## src/logic/fsync_pkg.sv

```systemverilog
package fsync_pkg;

  // width of the aggregate mask carried with each barrier request.
  localparam int unsigned AGGR_W = 4;

  // barrier id width and the number of entries in the arrival table.
  localparam int unsigned ID_W  = 4;
  localparam int unsigned N_IDS = 1 << ID_W;

  // entries per FIFO; must stay a power of two so the pointers wrap on their own.
  localparam int unsigned FIFO_DEPTH = 4;
  localparam int unsigned PTR_W      = $clog2(FIFO_DEPTH);
  localparam int unsigned CNT_W      = $clog2(FIFO_DEPTH + 1);

  // fill level at which a FIFO refuses a new entry.
  localparam logic [CNT_W-1:0] FIFO_FULL = CNT_W'(FIFO_DEPTH);

  // an aggregate mask of one means the barrier closes at this node.
  localparam logic [AGGR_W-1:0] AGGR_LOCAL = AGGR_W'(1);

  // the two child sides of the node.
  typedef enum logic {
    CHILD_EN,
    CHILD_WS
  } child_e;

  // where a completed barrier is resolved.
  typedef enum logic {
    SYNC_LOCAL,
    SYNC_REMOTE
  } sync_kind_e;

endpackage

```

## src/logic/fsync_barrier.sv

```systemverilog
`timescale 1ns/1ps

module fsync_barrier (
  input  logic                         clk_i,
  input  logic                         rst_ni,
  input  logic                         valid_i,
  input  fsync_pkg::child_e            src_i,
  input  logic [fsync_pkg::AGGR_W-1:0] aggr_i,
  input  logic [fsync_pkg::ID_W-1:0]   id_i,
  input  logic [1:0]                   rx_overflow_i,
  input  logic                         rsp_overflow_i,
  output logic                         up_req_valid_o,
  output logic [fsync_pkg::AGGR_W-1:0] up_req_aggr_o,
  output logic [fsync_pkg::ID_W-1:0]   up_req_id_o,
  output logic                         local_valid_o,
  output logic [fsync_pkg::ID_W-1:0]   local_id_o,
  output logic                         error_o
);

  // one arrival bit per child for every barrier id, indexed by child_e.
  logic [1:0]                   arrived_q [fsync_pkg::N_IDS];
  fsync_pkg::child_e            other;
  fsync_pkg::sync_kind_e        kind;
  logic                         own_seen;
  logic                         other_seen;
  logic                         fault;
  logic                         complete;
  logic                         up_req_valid_q;
  logic                         local_valid_q;
  logic                         error_q;
  logic [fsync_pkg::AGGR_W-1:0] up_req_aggr_q;
  logic [fsync_pkg::ID_W-1:0]   id_q;

  always_comb begin
    other      = (src_i == fsync_pkg::CHILD_EN) ? fsync_pkg::CHILD_WS : fsync_pkg::CHILD_EN;
    own_seen   = arrived_q[id_i][src_i];
    other_seen = arrived_q[id_i][other];
    // a zero mask or a second arrival from the same side is dropped as faulty.
    fault    = valid_i && ((aggr_i == '0) || own_seen);
    complete = valid_i && !fault && other_seen;
    kind     = (aggr_i == fsync_pkg::AGGR_LOCAL) ? fsync_pkg::SYNC_LOCAL : fsync_pkg::SYNC_REMOTE;
  end

  always_ff @(posedge clk_i or negedge rst_ni) begin
    if (!rst_ni) begin
      for (int i = 0; i < fsync_pkg::N_IDS; i++) begin
        arrived_q[i] <= 2'b00;
      end
    end else if (complete) begin
      // the barrier is closed, so the id can be reused right away.
      arrived_q[id_i] <= 2'b00;
    end else if (valid_i && !fault) begin
      arrived_q[id_i][src_i] <= 1'b1;
    end
  end

  always_ff @(posedge clk_i or negedge rst_ni) begin
    if (!rst_ni) begin
      up_req_valid_q <= 1'b0;
      local_valid_q  <= 1'b0;
      error_q        <= 1'b0;
    end else begin
      up_req_valid_q <= complete && (kind == fsync_pkg::SYNC_REMOTE);
      local_valid_q  <= complete && (kind == fsync_pkg::SYNC_LOCAL);
      error_q        <= error_q | fault | (|rx_overflow_i) | rsp_overflow_i;
    end
  end

  // the parent sees the mask one level up, hence the shift.
  always_ff @(posedge clk_i) begin
    if (complete) begin
      up_req_aggr_q <= aggr_i >> 1;
      id_q          <= id_i;
    end
  end

  assign up_req_valid_o = up_req_valid_q;
  assign up_req_aggr_o  = up_req_aggr_q;
  assign up_req_id_o    = id_q;
  assign local_valid_o  = local_valid_q;
  assign local_id_o     = id_q;
  assign error_o        = error_q;

endmodule

```

## src/logic/fsync_node.sv

```systemverilog
`timescale 1ns/1ps

module fsync_node (
  input  logic                         clk_i,
  input  logic                         rst_ni,
  input  logic                         en_req_valid_i,
  input  logic [fsync_pkg::AGGR_W-1:0] en_req_aggr_i,
  input  logic [fsync_pkg::ID_W-1:0]   en_req_id_i,
  input  logic                         ws_req_valid_i,
  input  logic [fsync_pkg::AGGR_W-1:0] ws_req_aggr_i,
  input  logic [fsync_pkg::ID_W-1:0]   ws_req_id_i,
  input  logic                         up_rsp_valid_i,
  input  logic [fsync_pkg::ID_W-1:0]   up_rsp_id_i,
  output logic                         up_req_valid_o,
  output logic [fsync_pkg::AGGR_W-1:0] up_req_aggr_o,
  output logic [fsync_pkg::ID_W-1:0]   up_req_id_o,
  output logic                         rsp_valid_o,
  output logic [fsync_pkg::ID_W-1:0]   rsp_id_o,
  output logic                         error_o
);

  logic                         en_empty;
  logic [fsync_pkg::AGGR_W-1:0] en_aggr;
  logic [fsync_pkg::ID_W-1:0]   en_id;
  logic                         en_pop;
  logic                         en_overflow;
  logic                         ws_empty;
  logic [fsync_pkg::AGGR_W-1:0] ws_aggr;
  logic [fsync_pkg::ID_W-1:0]   ws_id;
  logic                         ws_pop;
  logic                         ws_overflow;
  logic                         arb_valid;
  fsync_pkg::child_e            arb_src;
  logic [fsync_pkg::AGGR_W-1:0] arb_aggr;
  logic [fsync_pkg::ID_W-1:0]   arb_id;
  logic                         local_valid;
  logic [fsync_pkg::ID_W-1:0]   local_id;
  logic                         rsp_overflow;

  fsync_rx u_rx_en (
    .clk_i       (clk_i),
    .rst_ni      (rst_ni),
    .req_valid_i (en_req_valid_i),
    .req_aggr_i  (en_req_aggr_i),
    .req_id_i    (en_req_id_i),
    .pop_i       (en_pop),
    .empty_o     (en_empty),
    .aggr_o      (en_aggr),
    .id_o        (en_id),
    .overflow_o  (en_overflow)
  );

  fsync_rx u_rx_ws (
    .clk_i       (clk_i),
    .rst_ni      (rst_ni),
    .req_valid_i (ws_req_valid_i),
    .req_aggr_i  (ws_req_aggr_i),
    .req_id_i    (ws_req_id_i),
    .pop_i       (ws_pop),
    .empty_o     (ws_empty),
    .aggr_o      (ws_aggr),
    .id_o        (ws_id),
    .overflow_o  (ws_overflow)
  );

  fsync_req_arb u_req_arb (
    .clk_i      (clk_i),
    .rst_ni     (rst_ni),
    .en_empty_i (en_empty),
    .en_aggr_i  (en_aggr),
    .en_id_i    (en_id),
    .ws_empty_i (ws_empty),
    .ws_aggr_i  (ws_aggr),
    .ws_id_i    (ws_id),
    .en_pop_o   (en_pop),
    .ws_pop_o   (ws_pop),
    .valid_o    (arb_valid),
    .src_o      (arb_src),
    .aggr_o     (arb_aggr),
    .id_o       (arb_id)
  );

  // bit 1 carries the ws side, matching CHILD_WS.
  fsync_barrier u_barrier (
    .clk_i          (clk_i),
    .rst_ni         (rst_ni),
    .valid_i        (arb_valid),
    .src_i          (arb_src),
    .aggr_i         (arb_aggr),
    .id_i           (arb_id),
    .rx_overflow_i  ({ws_overflow, en_overflow}),
    .rsp_overflow_i (rsp_overflow),
    .up_req_valid_o (up_req_valid_o),
    .up_req_aggr_o  (up_req_aggr_o),
    .up_req_id_o    (up_req_id_o),
    .local_valid_o  (local_valid),
    .local_id_o     (local_id),
    .error_o        (error_o)
  );

  fsync_rsp_merge u_rsp_merge (
    .clk_i          (clk_i),
    .rst_ni         (rst_ni),
    .local_valid_i  (local_valid),
    .local_id_i     (local_id),
    .up_rsp_valid_i (up_rsp_valid_i),
    .up_rsp_id_i    (up_rsp_id_i),
    .rsp_valid_o    (rsp_valid_o),
    .rsp_id_o       (rsp_id_o),
    .overflow_o     (rsp_overflow)
  );

endmodule

```

## src/logic/fsync_req_arb.sv

```systemverilog
`timescale 1ns/1ps

module fsync_req_arb (
  input  logic                         clk_i,
  input  logic                         rst_ni,
  input  logic                         en_empty_i,
  input  logic [fsync_pkg::AGGR_W-1:0] en_aggr_i,
  input  logic [fsync_pkg::ID_W-1:0]   en_id_i,
  input  logic                         ws_empty_i,
  input  logic [fsync_pkg::AGGR_W-1:0] ws_aggr_i,
  input  logic [fsync_pkg::ID_W-1:0]   ws_id_i,
  output logic                         en_pop_o,
  output logic                         ws_pop_o,
  output logic                         valid_o,
  output fsync_pkg::child_e            src_o,
  output logic [fsync_pkg::AGGR_W-1:0] aggr_o,
  output logic [fsync_pkg::ID_W-1:0]   id_o
);

  fsync_pkg::child_e last_q;
  fsync_pkg::child_e grant;

  // with both sides waiting, the side that was not served last wins.
  always_comb begin
    if (!en_empty_i && !ws_empty_i) begin
      grant = (last_q == fsync_pkg::CHILD_EN) ? fsync_pkg::CHILD_WS : fsync_pkg::CHILD_EN;
    end else if (!ws_empty_i) begin
      grant = fsync_pkg::CHILD_WS;
    end else begin
      grant = fsync_pkg::CHILD_EN;
    end
  end

  assign valid_o  = !en_empty_i || !ws_empty_i;
  assign src_o    = grant;
  assign en_pop_o = valid_o && (grant == fsync_pkg::CHILD_EN);
  assign ws_pop_o = valid_o && (grant == fsync_pkg::CHILD_WS);
  assign aggr_o   = (grant == fsync_pkg::CHILD_WS) ? ws_aggr_i : en_aggr_i;
  assign id_o     = (grant == fsync_pkg::CHILD_WS) ? ws_id_i : en_id_i;

  always_ff @(posedge clk_i or negedge rst_ni) begin
    if (!rst_ni) begin
      last_q <= fsync_pkg::CHILD_WS;
    end else if (valid_o) begin
      last_q <= grant;
    end
  end

endmodule

```

## src/logic/fsync_rsp_merge.sv

```systemverilog
`timescale 1ns/1ps

module fsync_rsp_merge (
  input  logic                       clk_i,
  input  logic                       rst_ni,
  input  logic                       local_valid_i,
  input  logic [fsync_pkg::ID_W-1:0] local_id_i,
  input  logic                       up_rsp_valid_i,
  input  logic [fsync_pkg::ID_W-1:0] up_rsp_id_i,
  output logic                       rsp_valid_o,
  output logic [fsync_pkg::ID_W-1:0] rsp_id_o,
  output logic                       overflow_o
);

  logic [fsync_pkg::ID_W-1:0]  mem_q [fsync_pkg::FIFO_DEPTH];
  logic [fsync_pkg::PTR_W-1:0] wr_ptr_q;
  logic [fsync_pkg::PTR_W-1:0] rd_ptr_q;
  logic [fsync_pkg::CNT_W-1:0] count_q;
  logic                        empty;
  logic                        full;
  logic                        push;
  logic                        pop;
  logic                        rsp_valid_q;
  logic [fsync_pkg::ID_W-1:0]  rsp_id_q;

  assign empty = (count_q == '0);
  assign full  = (count_q == fsync_pkg::FIFO_FULL);

  // local completions take the output slot, and queued parent responses wait.
  assign pop        = !local_valid_i && !empty;
  assign push       = up_rsp_valid_i && (!full || pop);
  assign overflow_o = up_rsp_valid_i && full && !pop;

  always_ff @(posedge clk_i or negedge rst_ni) begin
    if (!rst_ni) begin
      wr_ptr_q    <= '0;
      rd_ptr_q    <= '0;
      count_q     <= '0;
      rsp_valid_q <= 1'b0;
    end else begin
      if (push) begin
        wr_ptr_q <= wr_ptr_q + 1'b1;
      end
      if (pop) begin
        rd_ptr_q <= rd_ptr_q + 1'b1;
      end
      case ({push, pop})
        2'b10:   count_q <= count_q + 1'b1;
        2'b01:   count_q <= count_q - 1'b1;
        default: count_q <= count_q;
      endcase
      rsp_valid_q <= local_valid_i || pop;
    end
  end

  always_ff @(posedge clk_i) begin
    if (push) begin
      mem_q[wr_ptr_q] <= up_rsp_id_i;
    end
    rsp_id_q <= local_valid_i ? local_id_i : mem_q[rd_ptr_q];
  end

  // one response goes to both children at once.
  assign rsp_valid_o = rsp_valid_q;
  assign rsp_id_o    = rsp_id_q;

endmodule

```

## src/logic/fsync_rx.sv

```systemverilog
`timescale 1ns/1ps

module fsync_rx (
  input  logic                         clk_i,
  input  logic                         rst_ni,
  input  logic                         req_valid_i,
  input  logic [fsync_pkg::AGGR_W-1:0] req_aggr_i,
  input  logic [fsync_pkg::ID_W-1:0]   req_id_i,
  input  logic                         pop_i,
  output logic                         empty_o,
  output logic [fsync_pkg::AGGR_W-1:0] aggr_o,
  output logic [fsync_pkg::ID_W-1:0]   id_o,
  output logic                         overflow_o
);

  logic [fsync_pkg::AGGR_W-1:0] aggr_mem_q [fsync_pkg::FIFO_DEPTH];
  logic [fsync_pkg::ID_W-1:0]   id_mem_q [fsync_pkg::FIFO_DEPTH];
  logic [fsync_pkg::PTR_W-1:0]  wr_ptr_q;
  logic [fsync_pkg::PTR_W-1:0]  rd_ptr_q;
  logic [fsync_pkg::CNT_W-1:0]  count_q;
  logic                         full;
  logic                         push;
  logic                         pop;

  assign empty_o = (count_q == '0);
  assign full    = (count_q == fsync_pkg::FIFO_FULL);

  // a pop in the same cycle frees a slot, so a full FIFO can still take the strobe.
  assign pop        = pop_i && !empty_o;
  assign push       = req_valid_i && (!full || pop);
  assign overflow_o = req_valid_i && full && !pop;

  assign aggr_o = aggr_mem_q[rd_ptr_q];
  assign id_o   = id_mem_q[rd_ptr_q];

  always_ff @(posedge clk_i or negedge rst_ni) begin
    if (!rst_ni) begin
      wr_ptr_q <= '0;
      rd_ptr_q <= '0;
      count_q  <= '0;
    end else begin
      if (push) begin
        wr_ptr_q <= wr_ptr_q + 1'b1;
      end
      if (pop) begin
        rd_ptr_q <= rd_ptr_q + 1'b1;
      end
      case ({push, pop})
        2'b10:   count_q <= count_q + 1'b1;
        2'b01:   count_q <= count_q - 1'b1;
        default: count_q <= count_q;
      endcase
    end
  end

  // the strobe is written straight into the FIFO, so it is visible right after the edge.
  always_ff @(posedge clk_i) begin
    if (push) begin
      aggr_mem_q[wr_ptr_q] <= req_aggr_i;
      id_mem_q[wr_ptr_q]   <= req_id_i;
    end
  end

endmodule
```

## config.mk

```make
export PLATFORM = sky130hd
export DESIGN_NAME = fsync_node
export DESIGN_NICKNAME = d
export VERILOG_FILES = /design/src/logic/fsync_pkg.sv /design/src/logic/fsync_barrier.sv /design/src/logic/fsync_node.sv /design/src/logic/fsync_req_arb.sv /design/src/logic/fsync_rsp_merge.sv /design/src/logic/fsync_rx.sv
export SDC_FILE = /design/constraint.sdc
export NUM_CORES = 1
export LEC_CHECK = 0
export BUFFER_PORTS_ARGS = -buffer_cell sky130_fd_sc_hd__buf_2
export CAP_MARGIN = 5
export CORE_ASPECT_RATIO = 0.75
export CORE_MARGIN = 5
export CORE_UTILIZATION = 45
export CTS_BUF_LIST = sky130_fd_sc_hd__clkbuf_4 sky130_fd_sc_hd__clkbuf_8 sky130_fd_sc_hd__clkbuf_16
export DETAILED_ROUTE_END_ITERATION = 6
export PLACE_DENSITY_LB_ADDON = 0.25
export SLEW_MARGIN = 20
export SYNTH_ARGS = -nofsm -noshare
export SYNTH_HDL_FRONTEND = slang
export SYNTH_SLANG_ARGS = --single-unit
```

## constraint.sdc

```tcl
create_clock -name clk_i -period 3.57 [get_ports clk_i]
set_input_delay 0.357 -clock clk_i [delete_from_list [all_inputs] [get_ports clk_i]]
set_output_delay 0.357 -clock clk_i [all_outputs]
set_load 0.005 [all_outputs]
```

## After elaboration in Yosys (flattened, before gate mapping)

Memory sizes are Yosys's and may differ from the RTL's.
Cells that the tools add are included.

- RAM bits: 80
- Bits of input ports: 25
- Output and inout port bits: 15
- Word-level logic and storage cells: 153
- Memories: 5
- Flip-flop bits (word level): 69

- Mux-type cells: 32
- Equality and inequality tests: 10
- Reduce and logical (&&, ||, !) cells: 48
- Bitwise operators: 8
- Add/subtract/negate cells: 12
- Magnitude comparators: 5

Memory list:

| memory | depth | bits a word | read ports | clocked after Yosys merged registers in | wr ports | line | RTL |
|---|---|---|---|---|---|---|---|
| u_rsp_merge.mem_q | 4 | 4 | 1 | 0 | 1 | fsync_rsp_merge.sv:15 | `logic [fsync_pkg::ID_W-1:0] mem_q [fsync_pkg::FIFO_DEPTH];` |
| u_rx_en.aggr_mem_q | 4 | 4 | 1 | 0 | 1 | fsync_rx.sv:16 | `logic [fsync_pkg::AGGR_W-1:0] aggr_mem_q [fsync_pkg::FIFO_DEPTH];` |
| u_rx_en.id_mem_q | 4 | 4 | 1 | 0 | 1 | fsync_rx.sv:17 | `logic [fsync_pkg::ID_W-1:0] id_mem_q [fsync_pkg::FIFO_DEPTH];` |
| u_rx_ws.aggr_mem_q | 4 | 4 | 1 | 0 | 1 | fsync_rx.sv:16 |  |
| u_rx_ws.id_mem_q | 4 | 4 | 1 | 0 | 1 | fsync_rx.sv:17 |  |

Operators with widths:

| kind | number |
|---|---|
| 32-bit 2-to-1 mux | 2 |
| 32-bit AND | 1 |
| 32-bit NOT | 1 |
| 32-bit OR | 1 |
| 1-bit logical AND | 22 |
| 3-bit one-hot mux with 2 select lines | 3 |
| 2-bit demux with 4-bit select | 2 |
| 1-bit 2-to-1 mux | 16 |
| 2-bit by 1-bit adder with 2-bit output, second input constant | 6 |
| 4-bit 2-to-1 mux | 3 |
| 1-bit logical NOT | 11 |
| 3-bit by 1-bit adder with 3-bit output, second input constant | 3 |
| 3-bit == test, second input constant | 3 |
| 3-bit logical NOT | 3 |
| 3-bit by 1-bit subtractor with 3-bit output, second input constant | 3 |
| 2-bit binary-select mux with 4-bit select | 1 |
| 2-bit 2-to-1 mux | 4 |
| 2-bit nonzero test | 4 |
| 2-bit by 1-bit == test with 1-bit output, second input constant | 3 |
| 2-bit == test, second input constant | 3 |
| 1-bit logical OR | 6 |
| 5-bit greater-or-equal comparator, second input constant | 1 |
| 5-bit by 1-bit < comparator with 1-bit output, second input constant | 1 |
| 4-bit NOT with 5-bit output | 1 |
| 8 further kinds | 11 |

## Logic depth before layout (Yosys ltp)

- Word-level depth: 17
- Mapped depth: 13
- Depth with buffers taken out: 10

## Cells and area by module

From an unflattened synthesis, not the netlist that was laid out.

- Cells, all modules: 485
- Area, all modules: 6,794.0 sq um

By module, submodules not included:

| module | cells each | instances | area each (sq um) | seq. area each (sq um) |
|---|---|---|---|---|
| fsync_barrier | 200 | 1 | 2,107.0 | 1,086.0 |
| fsync_rx (u_rx_en) | 94 | 1 | 1,681.6 | 1,136.1 |
| fsync_rx (u_rx_ws) | 80 | 1 | 1,591.5 | 1,136.1 |
| fsync_rsp_merge | 95 | 1 | 1,252.5 | 760.7 |
| fsync_req_arb | 16 | 1 | 161.4 | 26.3 |

## Worst setup path after synthesis

No wires, ideal clock.

- Path kind: reg-to-reg
- Start point: reg u_rx_ws.rd_ptr_q[0] (netlist name)
- End point: reg u_barrier.id_q (netlist bit u_barrier.local_id_o[0]) (enable)
- Period minus slack after synthesis: 3.761 ns
- Buffers on the path: 4
- Required time: 3.187 ns
- Path slack: -0.191 ns
- Setup time: 0.383 ns
- Data arrival time: 3.379 ns
- Stages on the path, launching flop included: 13
- Cell sequence: dfrtp_1 buf_6 mux4_2 or4b_1 buf_2 a21boi_4 o22ai_1 nor4_1 or4_1 buf_6 buf_8 nand3_1 a211oi_1

- Word-level cells in the longest chain between the ends: 13
- Elaborated cells between the ends (all ways): 18
- Those cells by class: 9 x mux; 1 x bitwise; 6 x reduce/logical; 2 x memory

RTL lines:

| what | line | RTL |
|---|---|---|
| start: declaration | fsync_rx.sv:19 | `logic [fsync_pkg::PTR_W-1:0] rd_ptr_q;` |
| start signal: assignment | fsync_rx.sv:46 | `rd_ptr_q <= rd_ptr_q + 1'b1;` |
| memory read 4 x 4 bit | - |  |
| 4-bit 2-to-1 mux | fsync_req_arb.sv:39 | `assign id_o = (grant == fsync_pkg::CHILD_WS) ? ws_id_i : en_id_i;` |
| 4-bit NOT with 5-bit output (not written as such) | fsync_barrier.sv:36, fsync_barrier.sv:37 |  |
| 2-bit binary-select mux with 4-bit select | fsync_barrier.sv:36, fsync_barrier.sv:37 |  |
| 2-bit 2-to-1 mux (not written as such) (2 in a row) | fsync_barrier.sv:36, fsync_barrier.sv:37 |  |
| 1-bit 2-to-1 mux (not written as such) (2 in a row) | fsync_barrier.sv:36 | `own_seen = arrived_q[id_i][src_i];` |
| 1-bit logical OR | fsync_barrier.sv:39 | `fault = valid_i && ((aggr_i == '0) \|\| own_seen);` |
| 1-bit logical AND | fsync_barrier.sv:39 |  |
| 1-bit logical NOT | fsync_barrier.sv:40 | `complete = valid_i && !fault && other_seen;` |
| 1-bit logical AND | fsync_barrier.sv:40 |  |
| 1-bit logical AND * | fsync_barrier.sv:40 |  |
| named net u_barrier.complete | fsync_barrier.sv:27 | `logic complete;` |
| end signal: assignment | fsync_barrier.sv:73 | `id_q <= id_i;` |
| end: declaration | fsync_barrier.sv:32 | `logic [fsync_pkg::ID_W-1:0] id_q;` |

The timed path passes the listed nets; every way through them passes the cells marked *. The select of a mux whose other input is x is not followed.
A chain may end at the register's enable or synchronous reset.

## Worst setup path in the final report

- Start point: reg u_rx_ws.rd_ptr_q[0] (netlist name)
- End point: reg u_barrier.arrived_q[15] (netlist name)

- Word-level cells in the longest chain between the ends: 14
- Elaborated cells between the ends (all ways): 31
- Those cells by class: 2 x order compare; 15 x mux; 4 x bitwise; 8 x reduce/logical; 2 x memory

RTL lines:

| what | line | RTL |
|---|---|---|
| memory read 4 x 4 bit | - |  |
| 4-bit 2-to-1 mux | fsync_req_arb.sv:39 |  |
| 4-bit NOT with 5-bit output (not written as such) | - |  |
| 2-bit binary-select mux with 4-bit select | fsync_barrier.sv:36, fsync_barrier.sv:37 |  |
| 2-bit 2-to-1 mux (not written as such) (2 in a row) | fsync_barrier.sv:36, fsync_barrier.sv:37 |  |
| 1-bit 2-to-1 mux (not written as such) (2 in a row) | fsync_barrier.sv:36 |  |
| 1-bit logical OR | fsync_barrier.sv:39 |  |
| 1-bit logical AND | fsync_barrier.sv:39 |  |
| 1-bit logical NOT | fsync_barrier.sv:40, fsync_barrier.sv:52 |  |
| 1-bit logical AND | fsync_barrier.sv:40, fsync_barrier.sv:52 |  |
| 1-bit logical AND | fsync_barrier.sv:40 |  |
| 32-bit 2-to-1 mux / 2-bit nonzero test (equally long branches) | - |  |
| end signal: indexed assignment | fsync_barrier.sv:47 | `arrived_q[i] <= 2'b00;` |
| end signal: indexed assignment | fsync_barrier.sv:51 | `arrived_q[id_i] <= 2'b00;` |
| end signal: indexed assignment | fsync_barrier.sv:53 | `arrived_q[id_i][src_i] <= 1'b1;` |
| end: declaration | fsync_barrier.sv:21 | `logic [1:0] arrived_q [fsync_pkg::N_IDS];` |

Parallel ways exist; a longest one is shown, timed or not. The select of a mux whose other input is x is not followed.

==> metrics.md <==
| Metric | Value |
|---|---|
| Fin. max-slew vios | 0 |
| Starting Density | 45.6% |
| Fin nets | 605 |
| Total die area | 0.0179 mm² |
| Remaining antenna violation count | 0 |
| Total Routed Length | 15.3 mm |
| Synth top area share | 37.9% |
| Largest cells by area after synthesis | edfxtp_1 (38%), dfrtp_1 (21%), mux4_2 (5.6%) |
| DR iter-0 viols | 324 |
| Inserted Clock Buffers | 17 |
| Area fraction in compound gates after synthesis | 11.1% |
| Critical Path Max Stage Delay | 0.61 ns |
| HP Class | in2reg |
| Critical Path RT | 3.83 ns |
| EDFF count, synth | 87 |
| Largest family of logic cells by synthesized area | compound AO/OA/AOI/OAI gates |
| FMAX | 0.293 GHz |
| Overflow after GRT | 0 |
| Placed Area | 0.00737 mm² |
| Final setup violation count | 0 |
| Residual DRC | 0 |
| Period minus WS final | 3.42 ns |
| First-pass GRT wire length | 24.8 mm |
| Largest net degree at the start of global routing | 34 |
| Simple-Gate Fraction of Synth Area | 10.6% |
| DP HPWL | 10.9 mm |
| TritonCTS clock tree | done |
| Via/cell ratio | 5.81 |
| Area share of fa/ha/maj cells after synthesis | 3.59% |
| Unrepaired setup endpoints after global routing | false |
| Port bufs | 38 |
| Post-CTS Setup Bufs | 0 |
| Commonest cells in the netlist | edfxtp_1 (87), dfrtp_1 (57), nand2_1 (35) |
| Slew HR | 41.1% |
| Core area | 0.0151 mm² |
| CTS HTree Levels | 4 |
| Final Hold Vio Count | 0 |
| Detailed Routing Iterations Pass 1 | 5 |
| Clock slew at reported path FFs | 0.06 ns |
| Later-pin clock latency in the skew report | 0.42 ns |
| Maxcap violations | 0 |
| I/O pins | 40 |
| Clk root buf | clkbuf_16 |
| CP Cell Sequence | mux4_2, or4b_4, o21a_2, o211ai_2, nor4_1, or4_1, buf_4, nor3_1, a311oi_1 |
| Layout cells sized above 1 | 24.5% |
| DIE HEIGHT | 117 µm |
| Antenna diode count | 0 |
| DR vias | 4,535 |
| Data arrival, critical path | 3.68 ns |
| Mapped Cells | 512 |
| Via count of the first global-routing pass | 4,571 |
| Mapped Avg Cell Area | 13.5 µm² |
| Placement Rows | 39 |
| Crit Path Category | reg2reg |
| Ys async rst share | 38.9% |
| CTS max path bufs | 2 |
| Initial antenna violation count | 0 |
| Crit. End Element | flip-flop |
| Setup TNS Final | 0 ns |
| Number of clock sinks | 149 |
| Die width | 153 µm |
| Worst path slowest cell | mux4_2 |
| CP Launch Type | flip-flop |
| Worst Tran Pin Value | 0.877 ns |
| XOR/XNOR share of the synthesized area | 2.29% |
| Yosys reg bits | 149 |
| Gr usage total | 18.1% |
| Post-synth top flop | edfxtp_1 |
| Post-Syn Area | 0.00689 mm² |
| CP Buf/Inv Count | 1 |
| Post-synthesis cell type count | 57 |
| Family with the most delay on the worst path | simple AND/OR/NAND/NOR gates |
| Ys Warns | 0 |
| Layout Skew | 0.00929 ns |
| Fillers | 1,296 |
| Layout area overhead | 15.6% |
| Final instance area | 0.00797 mm² |
| Synth area leader | edfxtp_1 |
| Post-synthesis sequential area ratio | 60.1% |
| Top-count cell post-synth | edfxtp_1 |
| WL/cell | 19.7 µm |
| Syn_nets | 555 |
| Worst Path Max Fanout | 17 |
| Final Wtd Congestion | 0.894 |
| Mux share of post-synthesis cell area | 8.75% |
| Status | finished clean |
| Final Cycle Share | 95.7% |
## path summary, 6_finish.rpt
kind,endpoint,slack [ns],from,depth (start not counted)
max in group asynchronous,u_rx_ws.rd_ptr_q[0],2.14,rst_ni,3
min in group asynchronous,u_barrier.arrived_q[20],0.50,rst_ni,2
max,u_barrier.arrived_q[15],0.15,u_rx_ws.rd_ptr_q[0],9
max reg2reg,u_barrier.arrived_q[15],0.15,u_rx_ws.rd_ptr_q[0],9
min reg2reg,u_req_arb.last_q,0.51,u_req_arb.last_q,2
min,u_rx_ws.aggr_mem_q[2][2],0.15,ws_req_aggr_i[2],1
## layout by cell type, fill, tap and decap left out, types with 2 or more instances in the layout
| master | n |
|---|---|
| xnor2_1 | 11 |
| and3_1 | 4 |
| nor3_1 | 16 |
| a311oi_1 | 32 |
| inv_1 | 19 |
| mux2_2 | 9 |
| clkbuf_16 | 17 |
| fa_1 | 3 |
| mux4_2 | 17 |
| and2_1 | 9 |
| edfxtp_1 | 87 |
| clkinv_4 | 3 |
| or4_1 | 5 |
| o21ai_0 | 6 |
| nand3_1 | 9 |
| nor4_1 | 6 |
| clkinvlp_4 | 3 |
| a31oi_1 | 27 |
| xor2_1 | 7 |
| nand2b_1 | 3 |
| o22ai_1 | 9 |
| mux4_1 | 3 |
| inv_6 | 5 |
| o22a_1 | 2 |
| dfrtp_1 | 56 |
| mux2i_1 | 4 |
| buf_4 | 24 |
| buf_2 | 38 |
| a21oi_1 | 17 |
| ha_1 | 15 |
| nand2_1 | 35 |
| dfxtp_1 | 4 |
| or3_1 | 4 |
| nor2_1 | 27 |
| nor3_2 | 9 |
## through the flow
step | hold slack, ns | utilization (%) | setup slack (ns) | std cells
floorplan | 0.0614 | - | 0.0324 | 512
global placement | 0.409 | 48.7 | 0.127 | 747
detailed placement | 0.411 | 48.7 | -0.0319 | 747
CTS | 0.124 | 52.6 | 0.0925 | 780
global route | 0.133 | 52.7 | 0.0218 | 780
finish | 0.146 | 52.7 | 0.152 | 780
## routing by layer
metal	GRT usage, %	vias to the layer above	share of wire (%)
li1	-	2100	-
met1	25.1	2284	47
met2	28.4	133	46
met3	4.15	18	5.4
met4	6.65	0	1.5
met5	0	-	0
## sequential cells by signal, summed over array words and instances, names as in the netlist, 2 cells and up
register                 count
u_barrier.arrived_q         32
u_barrier.local_id_o         4
u_barrier.up_req_aggr_o      3
u_rsp_merge.count_q          3
u_rsp_merge.mem_q           16
u_rsp_merge.rd_ptr_q         2
u_rsp_merge.rsp_id_o         4
u_rsp_merge.wr_ptr_q         2
u_rx_en.aggr_mem_q          16
u_rx_en.count_q              3
u_rx_en.id_mem_q            16
u_rx_en.rd_ptr_q             2
u_rx_en.wr_ptr_q             2
u_rx_ws.aggr_mem_q          16
u_rx_ws.count_q              3
u_rx_ws.id_mem_q            16
u_rx_ws.rd_ptr_q             2
u_rx_ws.wr_ptr_q             2
## logic make-up (layout without fill, tap and decap cells)
logic type,Yosys count,after routing
flip-flops,149,149
AND/OR/NAND/NOR,135,135
AO/OA/AOI/OAI,106,106
buffers and inverters,52,115
multiplexers,33,33
adder cells (fa/ha/maj),18,18
XOR/XNOR,18,18
other,1,1
## layout make-up
type / instances / area, µm² / area share [%]
flip-flops and latches: 149 / 4150 / 52.0
clock inverters: 15 / 143 / 1.79
well taps: 205 / 256 / 3.22
repair buffers: 64 / 400 / 5.02
inverters: 19 / 71.3 / 0.895
multi-input cells: 311 / 2530 / 31.7
clock buffers: 17 / 425 / 5.34
## repair_timing
item                                    in CTS  in global routing
hold buffers                                 1                  0
pin swaps                                    0                  0
endpoints found under the hold margin       24                  0
endpoints found under the setup margin       7                 26
resized for setup                            1                  5
Power is not shown: default switching activity piles up to over one toggle a cycle in this logic, so the estimate is an artifact.
